[src/include/mem_defs.svh]
`ifndef MEM_DEFS_SVH
`define MEM_DEFS_SVH

// word and address widths
`define MEM_DATA_W  16
`define MEM_ADDR_W  16

// 16 lines per cache, tag is whatever address is left above the index
`define MEM_INDEX_W 4

// cycles from an accepted request to ack, 2 or more
`define MEM_LATENCY 4

`endif

[src/logic/mem_pkg.sv]
`default_nettype none

package mem_pkg;

   // cache miss FSM
   typedef enum {
      CACHE_IDLE,
      CACHE_REQUEST,   // req high, waiting for ack
      CACHE_RELEASE,   // req low, waiting for ack to drop
      CACHE_FILL       // update the line, then back to idle
   } cache_state_t;

   // who owns the memory port
   typedef enum {
      ARB_IDLE,
      ARB_I_GRANT,
      ARB_D_GRANT
   } arb_state_t;

   // backing memory sequencing
   typedef enum {
      MEM_IDLE,
      MEM_BUSY,        // counting latency
      MEM_ACK          // ack held until req drops
   } mem_state_t;

   typedef enum logic {
      MEM_READ  = 1'b0,
      MEM_WRITE = 1'b1
   } mem_op_t;

endpackage

`default_nettype wire

[src/logic/dcache.sv]
`default_nettype none

`include "mem_defs.svh"

module dcache (
   input  wire                    clk,
   input  wire                    i_rst_n,
   input  wire                    i_d_rd_en,
   input  wire                    i_d_wr_en,
   input  wire [`MEM_ADDR_W-1:0]  i_d_addr,
   input  wire [`MEM_DATA_W-1:0]  i_d_wdata,
   output logic [`MEM_DATA_W-1:0] o_d_rdata,
   output logic                   o_d_busy,
   output logic                   o_mem_req,
   output mem_pkg::mem_op_t       o_mem_op,
   output logic [`MEM_ADDR_W-1:0] o_mem_addr,
   output logic [`MEM_DATA_W-1:0] o_mem_wdata,
   input  wire                    i_mem_ack,
   input  wire [`MEM_DATA_W-1:0]  i_mem_rdata
);
   import mem_pkg::*;

   localparam int TAG_W = `MEM_ADDR_W - `MEM_INDEX_W;
   localparam int LINES = 1 << `MEM_INDEX_W;

   cache_state_t state_q;

   logic [LINES-1:0]        valid_q;
   logic [TAG_W-1:0]        tag_array [LINES];
   logic [`MEM_DATA_W-1:0]  data_array [LINES];

   logic [`MEM_INDEX_W-1:0] index;
   logic [TAG_W-1:0]        tag;
   logic                    hit;
   logic                    access;

   // captured access, held for the whole transfer
   mem_op_t                 op_q;
   logic [`MEM_ADDR_W-1:0]  addr_q;
   logic [`MEM_DATA_W-1:0]  wdata_q;
   logic [`MEM_DATA_W-1:0]  fill_data_q;
   logic [`MEM_INDEX_W-1:0] fill_index;
   logic [TAG_W-1:0]        fill_tag;
   logic                    fill_hit;

   assign index  = i_d_addr[`MEM_INDEX_W-1:0];
   assign tag    = i_d_addr[`MEM_ADDR_W-1:`MEM_INDEX_W];
   assign hit    = valid_q[index] && (tag_array[index] == tag);
   assign access = i_d_rd_en || i_d_wr_en;

   assign fill_index = addr_q[`MEM_INDEX_W-1:0];
   assign fill_tag   = addr_q[`MEM_ADDR_W-1:`MEM_INDEX_W];
   assign fill_hit   = valid_q[fill_index] && (tag_array[fill_index] == fill_tag);

   assign o_d_rdata   = data_array[index];
   assign o_mem_req   = (state_q == CACHE_REQUEST);
   assign o_mem_op    = op_q;
   assign o_mem_addr  = addr_q;
   assign o_mem_wdata = wdata_q;

   // a write finishes in fill, a read finishes on the hit that follows
   always_comb begin
      case (state_q)
         CACHE_IDLE: o_d_busy = i_d_wr_en || (i_d_rd_en && !hit);
         CACHE_FILL: o_d_busy = access && (op_q == MEM_READ);
         default:    o_d_busy = access;
      endcase
   end

   always_ff @(posedge clk) begin
      if (!i_rst_n) begin
         state_q <= CACHE_IDLE;
      end else begin
         case (state_q)
            CACHE_IDLE: begin
               if (i_d_wr_en || (i_d_rd_en && !hit)) begin
                  state_q <= CACHE_REQUEST;
               end
            end
            CACHE_REQUEST: begin
               if (i_mem_ack) begin
                  state_q <= CACHE_RELEASE;
               end
            end
            CACHE_RELEASE: begin
               if (!i_mem_ack) begin
                  state_q <= CACHE_FILL;
               end
            end
            default: state_q <= CACHE_IDLE;
         endcase
      end
   end

   always_ff @(posedge clk) begin
      if (state_q == CACHE_IDLE) begin
         op_q    <= i_d_wr_en ? MEM_WRITE : MEM_READ;
         addr_q  <= i_d_addr;
         wdata_q <= i_d_wdata;
      end
      if (state_q == CACHE_REQUEST && i_mem_ack) begin
         fill_data_q <= i_mem_rdata;   // don't care on writes
      end
   end

   // no allocate on write miss
   always_ff @(posedge clk) begin
      if (!i_rst_n) begin
         valid_q <= '0;
      end else if (state_q == CACHE_FILL && op_q == MEM_READ) begin
         valid_q[fill_index] <= 1'b1;
      end
   end

   always_ff @(posedge clk) begin
      if (state_q == CACHE_FILL) begin
         if (op_q == MEM_READ) begin
            tag_array[fill_index]  <= fill_tag;
            data_array[fill_index] <= fill_data_q;
         end else if (fill_hit) begin
            data_array[fill_index] <= wdata_q;   // keep a write hit coherent
         end
      end
   end

endmodule

`default_nettype wire

[config.mk]
export PLATFORM = sky130hd
export DESIGN_NAME = dcache
export DESIGN_NICKNAME = d
export VERILOG_FILES = /design/src/logic/mem_pkg.sv /design/src/logic/dcache.sv
export VERILOG_INCLUDE_DIRS = /design/src /design/src/include
export SDC_FILE = /design/constraint.sdc
export NUM_CORES = 1
export LEC_CHECK = 0
export BUFFER_PORTS_ARGS = -buffer_cell sky130_fd_sc_hd__buf_4
export CAP_MARGIN = 20
export CORE_ASPECT_RATIO = 0.9
export CORE_MARGIN = 2
export CORE_UTILIZATION = 66
export DETAILED_ROUTE_END_ITERATION = 16
export PLACE_DENSITY = 0.95
export SETUP_SLACK_MARGIN = 0.3
export SYNTH_ARGS = -nofsm -noshare
export SYNTH_HDL_FRONTEND = slang
export SYNTH_SLANG_ARGS = --single-unit
[constraint.sdc]
create_clock -name clk -period 13.5 [get_ports clk]
set_input_delay 0.675 -clock clk [delete_from_list [all_inputs] [get_ports clk]]
set_output_delay 0.675 -clock clk [all_outputs]
set_load 0.03 [all_outputs]
Yosys cells after proc, flatten, opt, wreduce, memory -nomap -nowiden
Memories as Yosys holds them, arrays and structs flattened. A register that Yosys moved wholly into a read port is not among the register bits.
Index checks and enable logic that the tools add are counted.
- equality and inequality tests: 10
- muxes and demuxes: 21
- bitwise operators: 3
- reduce and logical (&&, ||, !) cells: 13
- order comparisons: 3
- operators by type and width (kind ; count):
    equality test 32 x 2 -> 1 bit, second input constant ; 3
    2-to-1 mux 32 bit ; 3
    one-hot mux 32 bit (3 select lines) ; 1
    zero test 32 bit ; 2
    equality test 32 x 1 -> 1 bit, second input constant ; 1
    equality test 32 x 3 -> 1 bit, second input constant ; 1
    equality test 12 bit ; 2
    2-to-1 mux 16 bit ; 1
    bitwise OR 16 bit ; 1
    2-to-1 mux 1 bit ; 11
    less-than comparator 4 x 5 -> 1 bit, second input constant ; 2
    binary-select mux 1 bit (select 4 bit) ; 2
    logical AND 1 bit ; 7
    inequality test 2 bit, second input constant ; 3
    demux 1 bit (select 4 bit) ; 1
    >= comparator 4 x 1 -> 1 bit, second input constant ; 1
    2-to-1 mux 4 bit ; 1
    AND reduction 3 bit ; 1
    logical OR 1 bit ; 2
    one-hot mux 1 bit (2 select lines) ; 1
    zero test 1 bit ; 1
    inverter 1 bit ; 1
    bitwise OR 1 bit ; 1
- memories kept: 2
- input bits: 53
- register bits after elaboration: 97
- logic and storage cells: 58
- bits in writable memories: 448
- memories (memory ; depth ; bits a word ; read ports ; clocked after Yosys merged registers in ; wr ports ; RTL line ; text):
    data_array ; 16 ; 16 ; 1 ; 0 ; 1 ; dcache.sv:30 ; logic [`MEM_DATA_W-1:0] data_array [LINES];
    tag_array ; 16 ; 12 ; 2 ; 1 ; 1 ; dcache.sv:29 ; logic [TAG_W-1:0] tag_array [LINES];

Logic depth before layout (Yosys ltp)
Gate-level depths: netlist of run 1.
- depth in word-level cells: 8
- depth in mapped cells: 13

Worst setup path after synthesis of run 1
Ideal clock, no wire load.
- kind: register to register
- start: register (tool-made name)
- end: memory data_array[0][0] (netlist name) (enable)
- stages on the path, launching flop included: 11
- setup slack: 8.872 ns
- period minus slack after synthesis: 4.628 ns
- arrival time: 4.198 ns
- path through: dfxtp_1 buf_6 buf_6 mux4_2 mux4_2 xor2_1 nor3_2 nand4_2 nor2b_1 buf_6 nor4_1
- RTL lines (element ; RTL line):
    to (decl) ; dcache.sv:30

Worst setup path in the final report of run 1
- start: input port i_d_addr[1]
- end: output port o_d_busy
- longest elaborated chain between the ends: 7
- ends and longest elaborated chain (element ; RTL line ; text):
    from (decl) ; dcache.sv:10 ; input wire [`MEM_ADDR_W-1:0] i_d_addr,
    memory read (16 x 12 bit) / binary-select mux 1 bit (select 4 bit) (equally long branches) ; n/a ;
    equality test 12 bit / 2-to-1 mux 1 bit (equally long branches) ; dcache.sv:48 ; assign hit = valid_q[index] && (tag_array[index] == tag);
    logical AND 1 bit * ; dcache.sv:48 ;
    zero test 1 bit * ; dcache.sv:64 ; CACHE_IDLE: o_d_busy = i_d_wr_en || (i_d_rd_en && !hit);
    logical AND 1 bit * ; dcache.sv:64 ;
    logical OR 1 bit * ; dcache.sv:64 ;
    one-hot mux 1 bit (2 select lines) * ; dcache.sv:63 ; case (state_q)
    to (decl) ; dcache.sv:13 ; output logic o_d_busy,
Every way passes the cells marked *; elsewhere a longest branch is shown, timed or not. The select of a mux whose other input is x is not followed.

==> impl_metrics.csv, run 1 <==
group,metric,value,unit
status,status,"completed",
critical_path,cp.required,12.82,ns
power_and_ir_drop,intPower,0.00312,W
cts,cts_setup_buffers,0,
logic_synthesis,yosysMostFrequentCell,"edfxtp_1",
sta,relSlewSlack,19.1,%
logic_synthesis,ys_ff_latch,519,
sta,rsz0062_at_grt,"no",
logic_synthesis,synth.top_cells.by_area,"edfxtp_1 69%, mux4_2 20%, dfxtp_1 2.0%",
die,die_h,176,µm
cts,cts_tree,"built",
logic_synthesis,async_reset_ff_share,0,%
power_and_ir_drop,switchingPower,0.00127,W
cts,numCtsBuffers,49,
cts,ctsHtreeMaxLevel,2,
logic_synthesis,synth_top_area_share,69.1,%
logic_synthesis,yosys_warnings,0,
routing,vias_per_cell,7.92,
place,place_congestion,0.855,
power_and_ir_drop,power,0.00438,W
logic_synthesis,yosysSeqAreaShare,71.1,%
routing,wl_met3,8750,µm
sta,hold_viol,0,
logic_synthesis,synthDistinctLibCells,43,
routing,drtAntennaViolNets,0,
place,hpwl,33400,µm
die,fp-row-count,62,
power_and_ir_drop,pwr-share-clk,34.2,%
power_and_ir_drop,p_leak,8.08,nW
critical_path,critPathCaptureType,"output pin",
sta,period_share,44.6,%
critical_path,critPathLaunchType,"input port",
grt,grt_first_pass_wirelength,88300,µm
cells_and_area,num_antenna_cells,0,
power_and_ir_drop,powerDensity,177,nW/µm²
logic_synthesis,ys.flop_type,"edfxtp_1",
grt,grt_util_all_layers,37.1,%
sta,holdWs,0.252,ns
die,fp.dieW,195,µm
logic_synthesis,synth_common_cells,"497 x edfxtp_1, 189 x mux4_2, 34 x mux2i_1",
grt,antenna_found_initial,3,
die,ios,104,
worst_hold_path,hold_class,"in -> reg",
grt,grt_max_degree,73,
critical_path,crit_fanout,70,
grt,grt_pass1_vias,12431,
critical_path,crit_family,"compound AO/OA/AOI/OAI gates",
logic_synthesis,netlist_instances,984,
logic_synthesis,avgSynthCellArea,22.0,µm²
power_and_ir_drop,comb_power_share,17.6,%
routing,routed_wl,63200,µm
sta,drv_slew,0,
die,core_area,32000,µm²
cts,clk_latency,0.61,ns
critical_path,crit_chain,"buf_4 > buf_4 > nor2_1 > a22oi_1 > nand2_1 > a221o_1 > a2111oi_0 > nand4_1 > a211oi_1 > nor2_1 > buf_4",
routing,drt_first_pass_iters,6,
routing,drt-initial-drc-count,2361,
critical_path,cp_data_arrival_time,5.34,ns
critical_path,cp_slowest_cell,"a2111oi_0",
cts,clkSinkCount,519,
routing,wl_met2,31100,µm
power_and_ir_drop,seqPwrFrac,48.2,%
cts,clkTransAtPathRegs,0.07,ns
critical_path,critPathBufInv,3,
job,drv_cap,0,
sta,clock-skew-final,0.0370,ns
die,dieArea,34200,µm²
cts,cts_resized,0,
power_and_ir_drop,peakVddDrop,0.000205,V
cts,cts_buffer_depth,3,
place,place_ws,8.02,ns
logic_synthesis,synth_largest_area_cell,"edfxtp_1",
logic_synthesis,synth_area,21600,µm²
place,port_buffers,103,
logic_synthesis,syn_nets,1041,
die,start_util,67.4,%
sta,min_period,6.01,ns
routing,wl_met1,19200,µm
critical_path,cp_common_cell,"buf_4",
logic_synthesis,synth_edf_count,497,
cells_and_area,layout-drive-gt1-share,39.4,%
cts,clockRootBuffer,"clkbuf_16",
power_and_ir_drop,swShare,28.9,%
routing,top_layer,"met4",
critical_path,path_class,"in -> out",
routing,vias,12466,
routing,drc,0,
grt,overflow,0,
cells_and_area,areaGrowthSynthToFinish,14.3,%
routing,avgRoutedWirePerCell,40.2,µm
sta,finalSetupTns,0,ns
sta,worst-slew-pin-transition,1.18,ns
sta,setup_viol,0,
cts,hold_buffers,0,
critical_path,max_stage_delay,1.01,ns
sta,fmax,166,MHz
cells_and_area,fin_nets,1173,
sta,worst_slack,7.49,ns
## kinds of logic after synthesis
group           after synthesis  share of synthesized area [%]
compound gates               45                           1.56
xor+xnor                     25                           1.01
fa+ha+maj                     4                          0.232
buf+inv                      64                           1.47
flops                       519                           71.1
mux                         245                           22.4
simple gates                 82                           2.20
## per-stage QoR
step / instance area (µm²) / instances / utilization, %
floorplan: 21600 / 984 / -
global placement: 22900 / 1478 / 71.5
detailed placement: 22900 / 1479 / 71.6
CTS: 24700 / 1571 / 77.0
global route: 24700 / 1573 / 77.1
finish: 24700 / 1573 / 77.1
## state kept, by name (all words and copies together) (netlist names), named ones only
| name | flops |
|---|---|
| state_q | 2 |
| o_mem_op | 1 |
| tag_array | 192 |
| o_mem_addr | 16 |
| valid_q | 16 |
| o_mem_wdata | 16 |
| fill_data_q | 16 |
| data_array | 256 |
## worst paths after layout
check / to / cells after the start / slack, ns / startpoint
setup / recovery: o_d_busy / 11 / 7.49 / i_d_addr[1]
hold / removal: fill_data_q[1]$_DFFE_PP_ / 1 / 0.25 / i_mem_rdata[1]
setup reg to reg: data_array[6][10]$_DFFE_PP_ / 10 / 7.92 / register
hold reg to reg: valid_q[2]$_SDFFE_PN0P_ / 1 / 0.50 / valid_q[2]$_SDFFE_PN0P_
## layout by cell type (no fill, tap or decap), types with 4 or more instances in the layout
cell,count
mux4_2,189
nor2b_1,8
xnor2_1,8
clkbuf_8,4
nor4_2,4
nor2_1,22
o21a_1,16
a22oi_1,9
clkbuf_16,49
edfxtp_1,497
mux2i_1,34
nor3_2,13
a21oi_1,5
xor2_1,17
dfxtp_1,20
bufinv_16,8
clkbuf_1,11
nand2b_1,4
mux2_2,22
clkinv_2,5
buf_4,138
clkinvlp_4,6
nand3_1,5
nand2_1,12
## per-layer routing
layer	global-route usage [%]	vias to the layer above
met2	60.9	1466
met3	10.4	357
met1	47.2	6179
met5	0	-
li1	-	4464
met4	16.4	0
## cell type report
cell class                 instances  area [µm²]
sequential                       519       15400
fill                            1412        7340
multi-input combinational        401        5970
clock buffer                      64        1320
timing repair buffer             142        1090
tap                              416         520
clock inverter                    28         418
inverter                           3        11.3
## power groups by stage
stage	sequential (W)	combinational, W	clock [W]
after floorplan	0.00208	0.000497	0
after global placement	0.00213	0.000675	0
after detailed placement	0.00214	0.000707	0
after CTS	0.00212	0.000734	0.00149
after global routing	0.00212	0.000787	0.00156
final	0.00211	0.000772	0.00150
Note: power is estimated with default switching activity, not from simulation.
==> run 2: changes to the inputs <==
CORE_UTILIZATION = 55   (was 66)
PLACE_DENSITY = 0.86   (was 0.95)
clock period = 5.35 ns   (was 13.5 ns; I/O delays follow)
==> impl_metrics.csv, run 2 (synthesized netlist as in run 1, its figures left out) <==
group,metric,value,unit
routing,drc,0,
worst_hold_path,whs_endpoint,"state_q[1]$_SDFFE_PN0P_",
worst_hold_path,min-delay-start,"i_mem_ack",
routing,wl_met1,19300,µm
critical_path,crit_fanout,31,
routing,drt_first_pass_iters,5,
routing,vias_per_cell,6.87,
worst_hold_path,hold_class,"in -> reg",
sta,setup_viol,0,
die,core_area,38500,µm²
place,place_congestion,0.822,
sta,hold_viol,0,
critical_path,cp.required,5.56,ns
critical_path,path_class,"reg -> reg",
power_and_ir_drop,intPower,0.00781,W
die,die_h,192,µm
critical_path,cp_common_cell,"mux4_2",
job,drv_cap,0,
cells_and_area,fin_nets,1217,
critical_path,max_stage_delay,0.85,ns
critical_path,rrSetupSlack,0.81,ns
die,fp.dieW,213,µm
sta,drv_slew,0,
cts,clkSinkCount,519,
die,fp-row-count,68,
grt,grt_max_degree,58,
die,dieArea,40900,µm²
sta,rsz0062_at_grt,"no",
place,hpwl,31700,µm
status,status,"completed",
cells_and_area,layout-drive-gt1-share,37.6,%
place,port_buffers,103,
cts,ctsHtreeMaxLevel,2,
sta,relSlewSlack,24.9,%
cells_and_area,largest_register,"data_array",
grt,grt_util_all_layers,28.5,%
cells_and_area,reg.largest.list,"data_array x256, tag_array x192",
power_and_ir_drop,peakVddDrop,0.000403,V
die,start_util,56.1,%
critical_path,cp_slowest_cell,"nor3_4",
cells_and_area,final_cell_mix,"497 x edfxtp_1, 189 x mux4_2, 138 x buf_4",
critical_path,cp_data_arrival_time,4.75,ns
routing,avgRoutedWirePerCell,32.6,µm
sta,worst-slew-pin-transition,1.12,ns
place,place_ws,0.669,ns
cts,cts_setup_buffers,0,
cells_and_area,areaGrowthSynthToFinish,16.8,%
routing,drt-initial-drc-count,1856,
cells_and_area,fill_cells,2291,
sta,worst_slack,0.811,ns
critical_path,critPathCaptureType,"register",
critical_path,r2r-end,"data_array[9][0]$_DFFE_PP_",
critical_path,worst-r2r-cell-count,8,
grt,grt_pass1_vias,11943,
power_and_ir_drop,p_leak,8.30,nW
grt,antenna_found_initial,7,
cells_and_area,largest_reg_flops,256,
die,ios,104,
routing,wl_met3,6790,µm
sta,finalSetupTns,0,ns
power_and_ir_drop,powerDensity,429,nW/µm²
power_and_ir_drop,swShare,27.8,%
cts,numCtsBuffers,48,
grt,grt_first_pass_wirelength,81400,µm
power_and_ir_drop,pwr-share-clk,33.3,%
cts,clkTransAtPathRegs,0.06,ns
routing,top_layer,"met4",
cts,clockRootBuffer,"clkbuf_16",
worst_hold_path,holdPathStages,3,
power_and_ir_drop,comb_power_share,18.0,%
routing,routed_wl,56200,µm
grt,overflow,0,
routing,drtAntennaViolNets,0,
routing,vias,11851,
sta,fmax,220,MHz
sta,clock-skew-final,0.0292,ns
sta,period_share,84.8,%
cts,cts_tree,"built",
cts,cts_buffer_depth,3,
cts,clk_latency,0.61,ns
critical_path,critPathLaunchType,"register",
critical_path,crit_chain,"buf_4 > mux4_2 > mux4_2 > xor2_1 > nor3_2 > nand4_2 > nor2b_2 > nor3_4",
cells_and_area,final_common_cell,"edfxtp_1",
power_and_ir_drop,seqPwrFrac,48.7,%
sta,min_period,4.54,ns
power_and_ir_drop,switchingPower,0.00301,W
routing,wl_met2,27700,µm
==> run 2: cell types whose count changed in the layout (fill, tap and decap cells not counted), moves of 4 or more <==
cell and delta:
dlygate4sd3_1 +46, clkinv_1 +7, nor3_2 -6, nor3_4 +6, clkbuf_1 -5, clkinv_2 +5, clkbuf_8 -4
==> run 2: how the worst max path moves through the flow <==
stage | slack (ns) | to | start
6_report | 0.81 | data_array[9][0]$_DFFE_PP_ | register
5_1_grt | 0.63 | data_array[0][1]$_DFFE_PP_ | register
4_1_cts | 0.62 | data_array[6][7]$_DFFE_PP_ | register
3_5_place_dp | 0.67 | data_array[6][12]$_DFFE_PP_ | register
3_3_place_gp | 0.86 | data_array[6][12]$_DFFE_PP_ | register
2_1_floorplan | 0.72 | data_array[0][0]$_DFFE_PP_ | register
==> run 2: power groups by stage <==
| stage | sequential, W | clock (W) | combinational (W) |
|---|---|---|---|
| 6_report | 0.00527 | 0.00361 | 0.00194 |
| 5_1_grt | 0.00530 | 0.00375 | 0.00202 |
| 4_1_cts | 0.00526 | 0.00360 | 0.00189 |
| 3_5_place_dp | 0.00534 | 0 | 0.00184 |
| 3_3_place_gp | 0.00531 | 0 | 0.00180 |
| 2_1_floorplan | 0.00526 | 0 | 0.00125 |
==> run 2: cell type report <==
type / instances / area, µm² / share of cell area, %
multi-input combinational: 401 / 6010 / 23.8
antenna: 3 / 7.51 / 0.0298
sequential: 519 / 15400 / 60.9
tap: 525 / 657 / 2.60
clock buffer: 55 / 1250 / 4.95
timing repair buffer: 187 / 1540 / 6.10
clock inverter: 33 / 389 / 1.54
inverter: 3 / 11.3 / 0.0446
==> run 2: stage by stage <==
stage | hold WS [ns] | total power (W) | instances | util [%] | cell area [µm²]
after global placement | 0.446 | 0.00712 | 1587 | 59.9 | 23100
after detailed placement | 0.447 | 0.00718 | 1587 | 59.9 | 23100
after floorplan | 0.366 | 0.00651 | 984 | - | 21600
after global routing | 0.118 | 0.0111 | 1723 | 65.4 | 25200
final | 0.103 | 0.0108 | 1726 | 65.5 | 25200
after CTS | 0.0737 | 0.0108 | 1721 | 65.4 | 25200
==> run 2: worst max-delay path, delay by kind of cell (launching register included) <==
| kind | cells | cell delay (ns) |
|---|---|---|
| simple gates | 4 | 1.73 |
| mux | 2 | 1.06 |
| flops | 1 | 0.75 |
| buf+inv | 1 | 0.43 |
| xor+xnor | 1 | 0.17 |
==> run 2: per-layer routing <==
layer | vias up | GRT usage [%]
li1 | 4542 | -
met1 | 6054 | 37.9
met2 | 1064 | 45.9
met3 | 191 | 6.54
met4 | 0 | 12.1
met5 | - | 0
==> run 2: timing repair <==
action,CTS,global route
hold buffers,46,0
endpoints found under the hold margin,49,0
resized for setup,0,0
==> run 3: changes to the inputs <==
clock period = 3.68 ns   (was 5.35 ns; I/O delays follow)
==> impl_metrics.csv, run 3 (synthesized netlist as in run 1, its figures left out) <==
group,metric,value,unit
cells_and_area,reg.largest.list,"data_array x256, tag_array x192",
routing,drt-initial-drc-count,2466,
grt,grt_first_pass_wirelength,85100,µm
cells_and_area,final_util,69.1,%
place,hpwl,33200,µm
cts,cts_buffer_depth,3,
cells_and_area,final_cell_mix,"497 x edfxtp_1, 189 x mux4_2, 155 x buf_4",
status,violations,"setup timing",
die,fp-row-count,68,
sta,clock-skew-final,0.0370,ns
power_and_ir_drop,p_leak,9.08,nW
die,dieArea,40900,µm²
die,die_h,192,µm
cts,clkSinkCount,519,
place,port_buffers,103,
cells_and_area,fill_cells,2101,
cells_and_area,design_area,26600,µm²
die,ios,104,
grt,grt_pass1_vias,12328,
power_and_ir_drop,power,0.0165,W
power_and_ir_drop,peakVddDrop,0.000544,V
place,place_ws,0.0141,ns
critical_path,cp_data_arrival_time,4.09,ns
sta,min_period,3.80,ns
sta,period_share,103,%
sta,fmax,263,MHz
power_and_ir_drop,powerDensity,618,nW/µm²
cells_and_area,final_common_cell,"edfxtp_1",
place,postPlaceCellArea,23700,µm²
sta,setup_viol,425,
cts,clockRootBuffer,"clkbuf_16",
cells_and_area,num_antenna_cells,0,
cts,clkTransAtPathRegs,0.06,ns
grt,overflow,0,
cells_and_area,largest_reg_flops,256,
cts,numCtsBuffers,50,
job,drv_cap,0,
power_and_ir_drop,seqPwrFrac,45.9,%
power_and_ir_drop,swShare,29.8,%
worst_hold_path,hold_class,"in -> reg",
routing,vias,13258,
grt,grt_util_all_layers,29.8,%
sta,worst_slack,-0.118,ns
cts,ctsHtreeMaxLevel,2,
routing,avgRoutedWirePerCell,38.1,µm
cts,cts_tree,"built",
sta,worst-slew-pin-transition,0.857,ns
power_and_ir_drop,comb_power_share,22.0,%
sta,hold_viol,0,
critical_path,critPathLaunchType,"register",
cells_and_area,fin_nets,1297,
routing,drc,0,
sta,relSlewSlack,42.9,%
routing,routed_wl,68800,µm
cells_and_area,largest_register,"data_array",
cells_and_area,layout-drive-gt1-share,41.6,%
die,core_area,38500,µm²
cts,clk_latency,0.61,ns
status,status,"complete, but fails checks",
place,place_congestion,0.849,
sta,drv_slew,0,
power_and_ir_drop,pwr-share-clk,32.1,%
routing,vias_per_cell,7.34,
sta,rsz0062_at_grt,"yes",
grt,antenna_found_initial,4,
die,fp.dieW,213,µm
critical_path,path_class,"reg -> reg",
power_and_ir_drop,intPower,0.0116,W
power_and_ir_drop,switchingPower,0.00491,W
die,start_util,56.1,%
routing,drtAntennaViolNets,0,
cells_and_area,areaGrowthSynthToFinish,23.3,%
critical_path,crit_fanout,9,
critical_path,cp.required,3.98,ns
sta,finalSetupTns,-20.50,ns
critical_path,critPathCaptureType,"register",
grt,grt_max_degree,42,
routing,drt_first_pass_iters,6,
==> run 3: cell types whose count changed in the layout (fill, tap and decap cells not counted), moves of 5 or more <==
cell | previous run | this run
buf_4 | 138 | 155
nor3_2 | 7 | 1
buf_6 | 2 | 13
bufinv_16 | 8 | 3
mux2_4 | 0 | 30
clkbuf_1 | 6 | 13
clkbuf_8 | 0 | 5
nor3_4 | 6 | 12
buf_12 | 1 | 25
mux2_2 | 22 | 7
clkbuf_16 | 49 | 60
==> run 3: what timing repair did <==
item / 4_1_cts / 5_1_grt
pin swaps: 3 / 8
cloned: 3 / 23
setup endpoints to repair: 513 / 513
resized for setup: 3 / 54
hold buffers: 47 / 0
setup buffers: 5 / 13
endpoints found under the hold margin: 63 / 0
==> run 3: path summary, 6_finish.rpt <==
kind | depth (start not counted) | slack [ns] | to | start
setup / recovery | 13 | -0.12 | data_array[2][0]$_DFFE_PP_ | register
setup reg to reg | 13 | -0.12 | data_array[2][0]$_DFFE_PP_ | register
hold / removal | 1 | 0.08 | o_mem_addr[3]$_DFFE_PP_ | i_d_addr[3]
hold reg to reg | 1 | 0.49 | valid_q[7]$_SDFFE_PN0P_ | valid_q[7]$_SDFFE_PN0P_
==> run 3: metrics by stage <==
stage / hold WS (ns) / instances
after floorplan: 0.283 / 984
after global placement: 0.363 / 1622
after detailed placement: 0.364 / 1622
after CTS: 0.0501 / 1770
after global routing: 0.0676 / 1806
final: 0.0751 / 1806
==> run 3: per-layer routing <==
layer | global-route usage, % | up-vias | share of wire, %
li1 | - | 4762 | -
met1 | 40.2 | 6614 | 32
met2 | 47.3 | 1522 | 46
met3 | 6.74 | 358 | 16
met4 | 13.0 | 2 | 6.2
met5 | 0 | - | 0.023
==> run 3: cell type report <==
class | instances | area [µm²] | share of cell area [%]
Sequential cell | 519 | 15400 | 57.7
Multi-Input combinational cell | 416 | 6420 | 24.1
Timing Repair Buffer | 250 | 2540 | 9.53
Clock buffer | 71 | 1440 | 5.42
Tap cell | 525 | 657 | 2.47
Clock inverter | 22 | 205 | 0.770
Inverter | 3 | 11.3 | 0.0423
==> run 3: worst max-delay path: stages (launching register included) <==
cell	delay [ns]
dfxtp_4	0.45
buf_12	0.16
mux4_2	0.53
mux4_2	0.54
xnor2_2	0.17
nand4_1	0.21
nor4_2	0.28
buf_4	0.18
nand4_4	0.10
nor2b_4	0.18
buf_12	0.16
nor3_4	0.25
buf_6	0.16
buf_12	0.13
==> run 3: power groups by stage <==
stage                     logic (W)  registers [W]  clock network, W
final                       0.00362        0.00757           0.00529
after CTS                   0.00328        0.00742           0.00516
after detailed placement    0.00314        0.00753                 0
after floorplan             0.00194        0.00765                 0
after global routing        0.00371        0.00757           0.00544
after global placement      0.00305        0.00751                 0
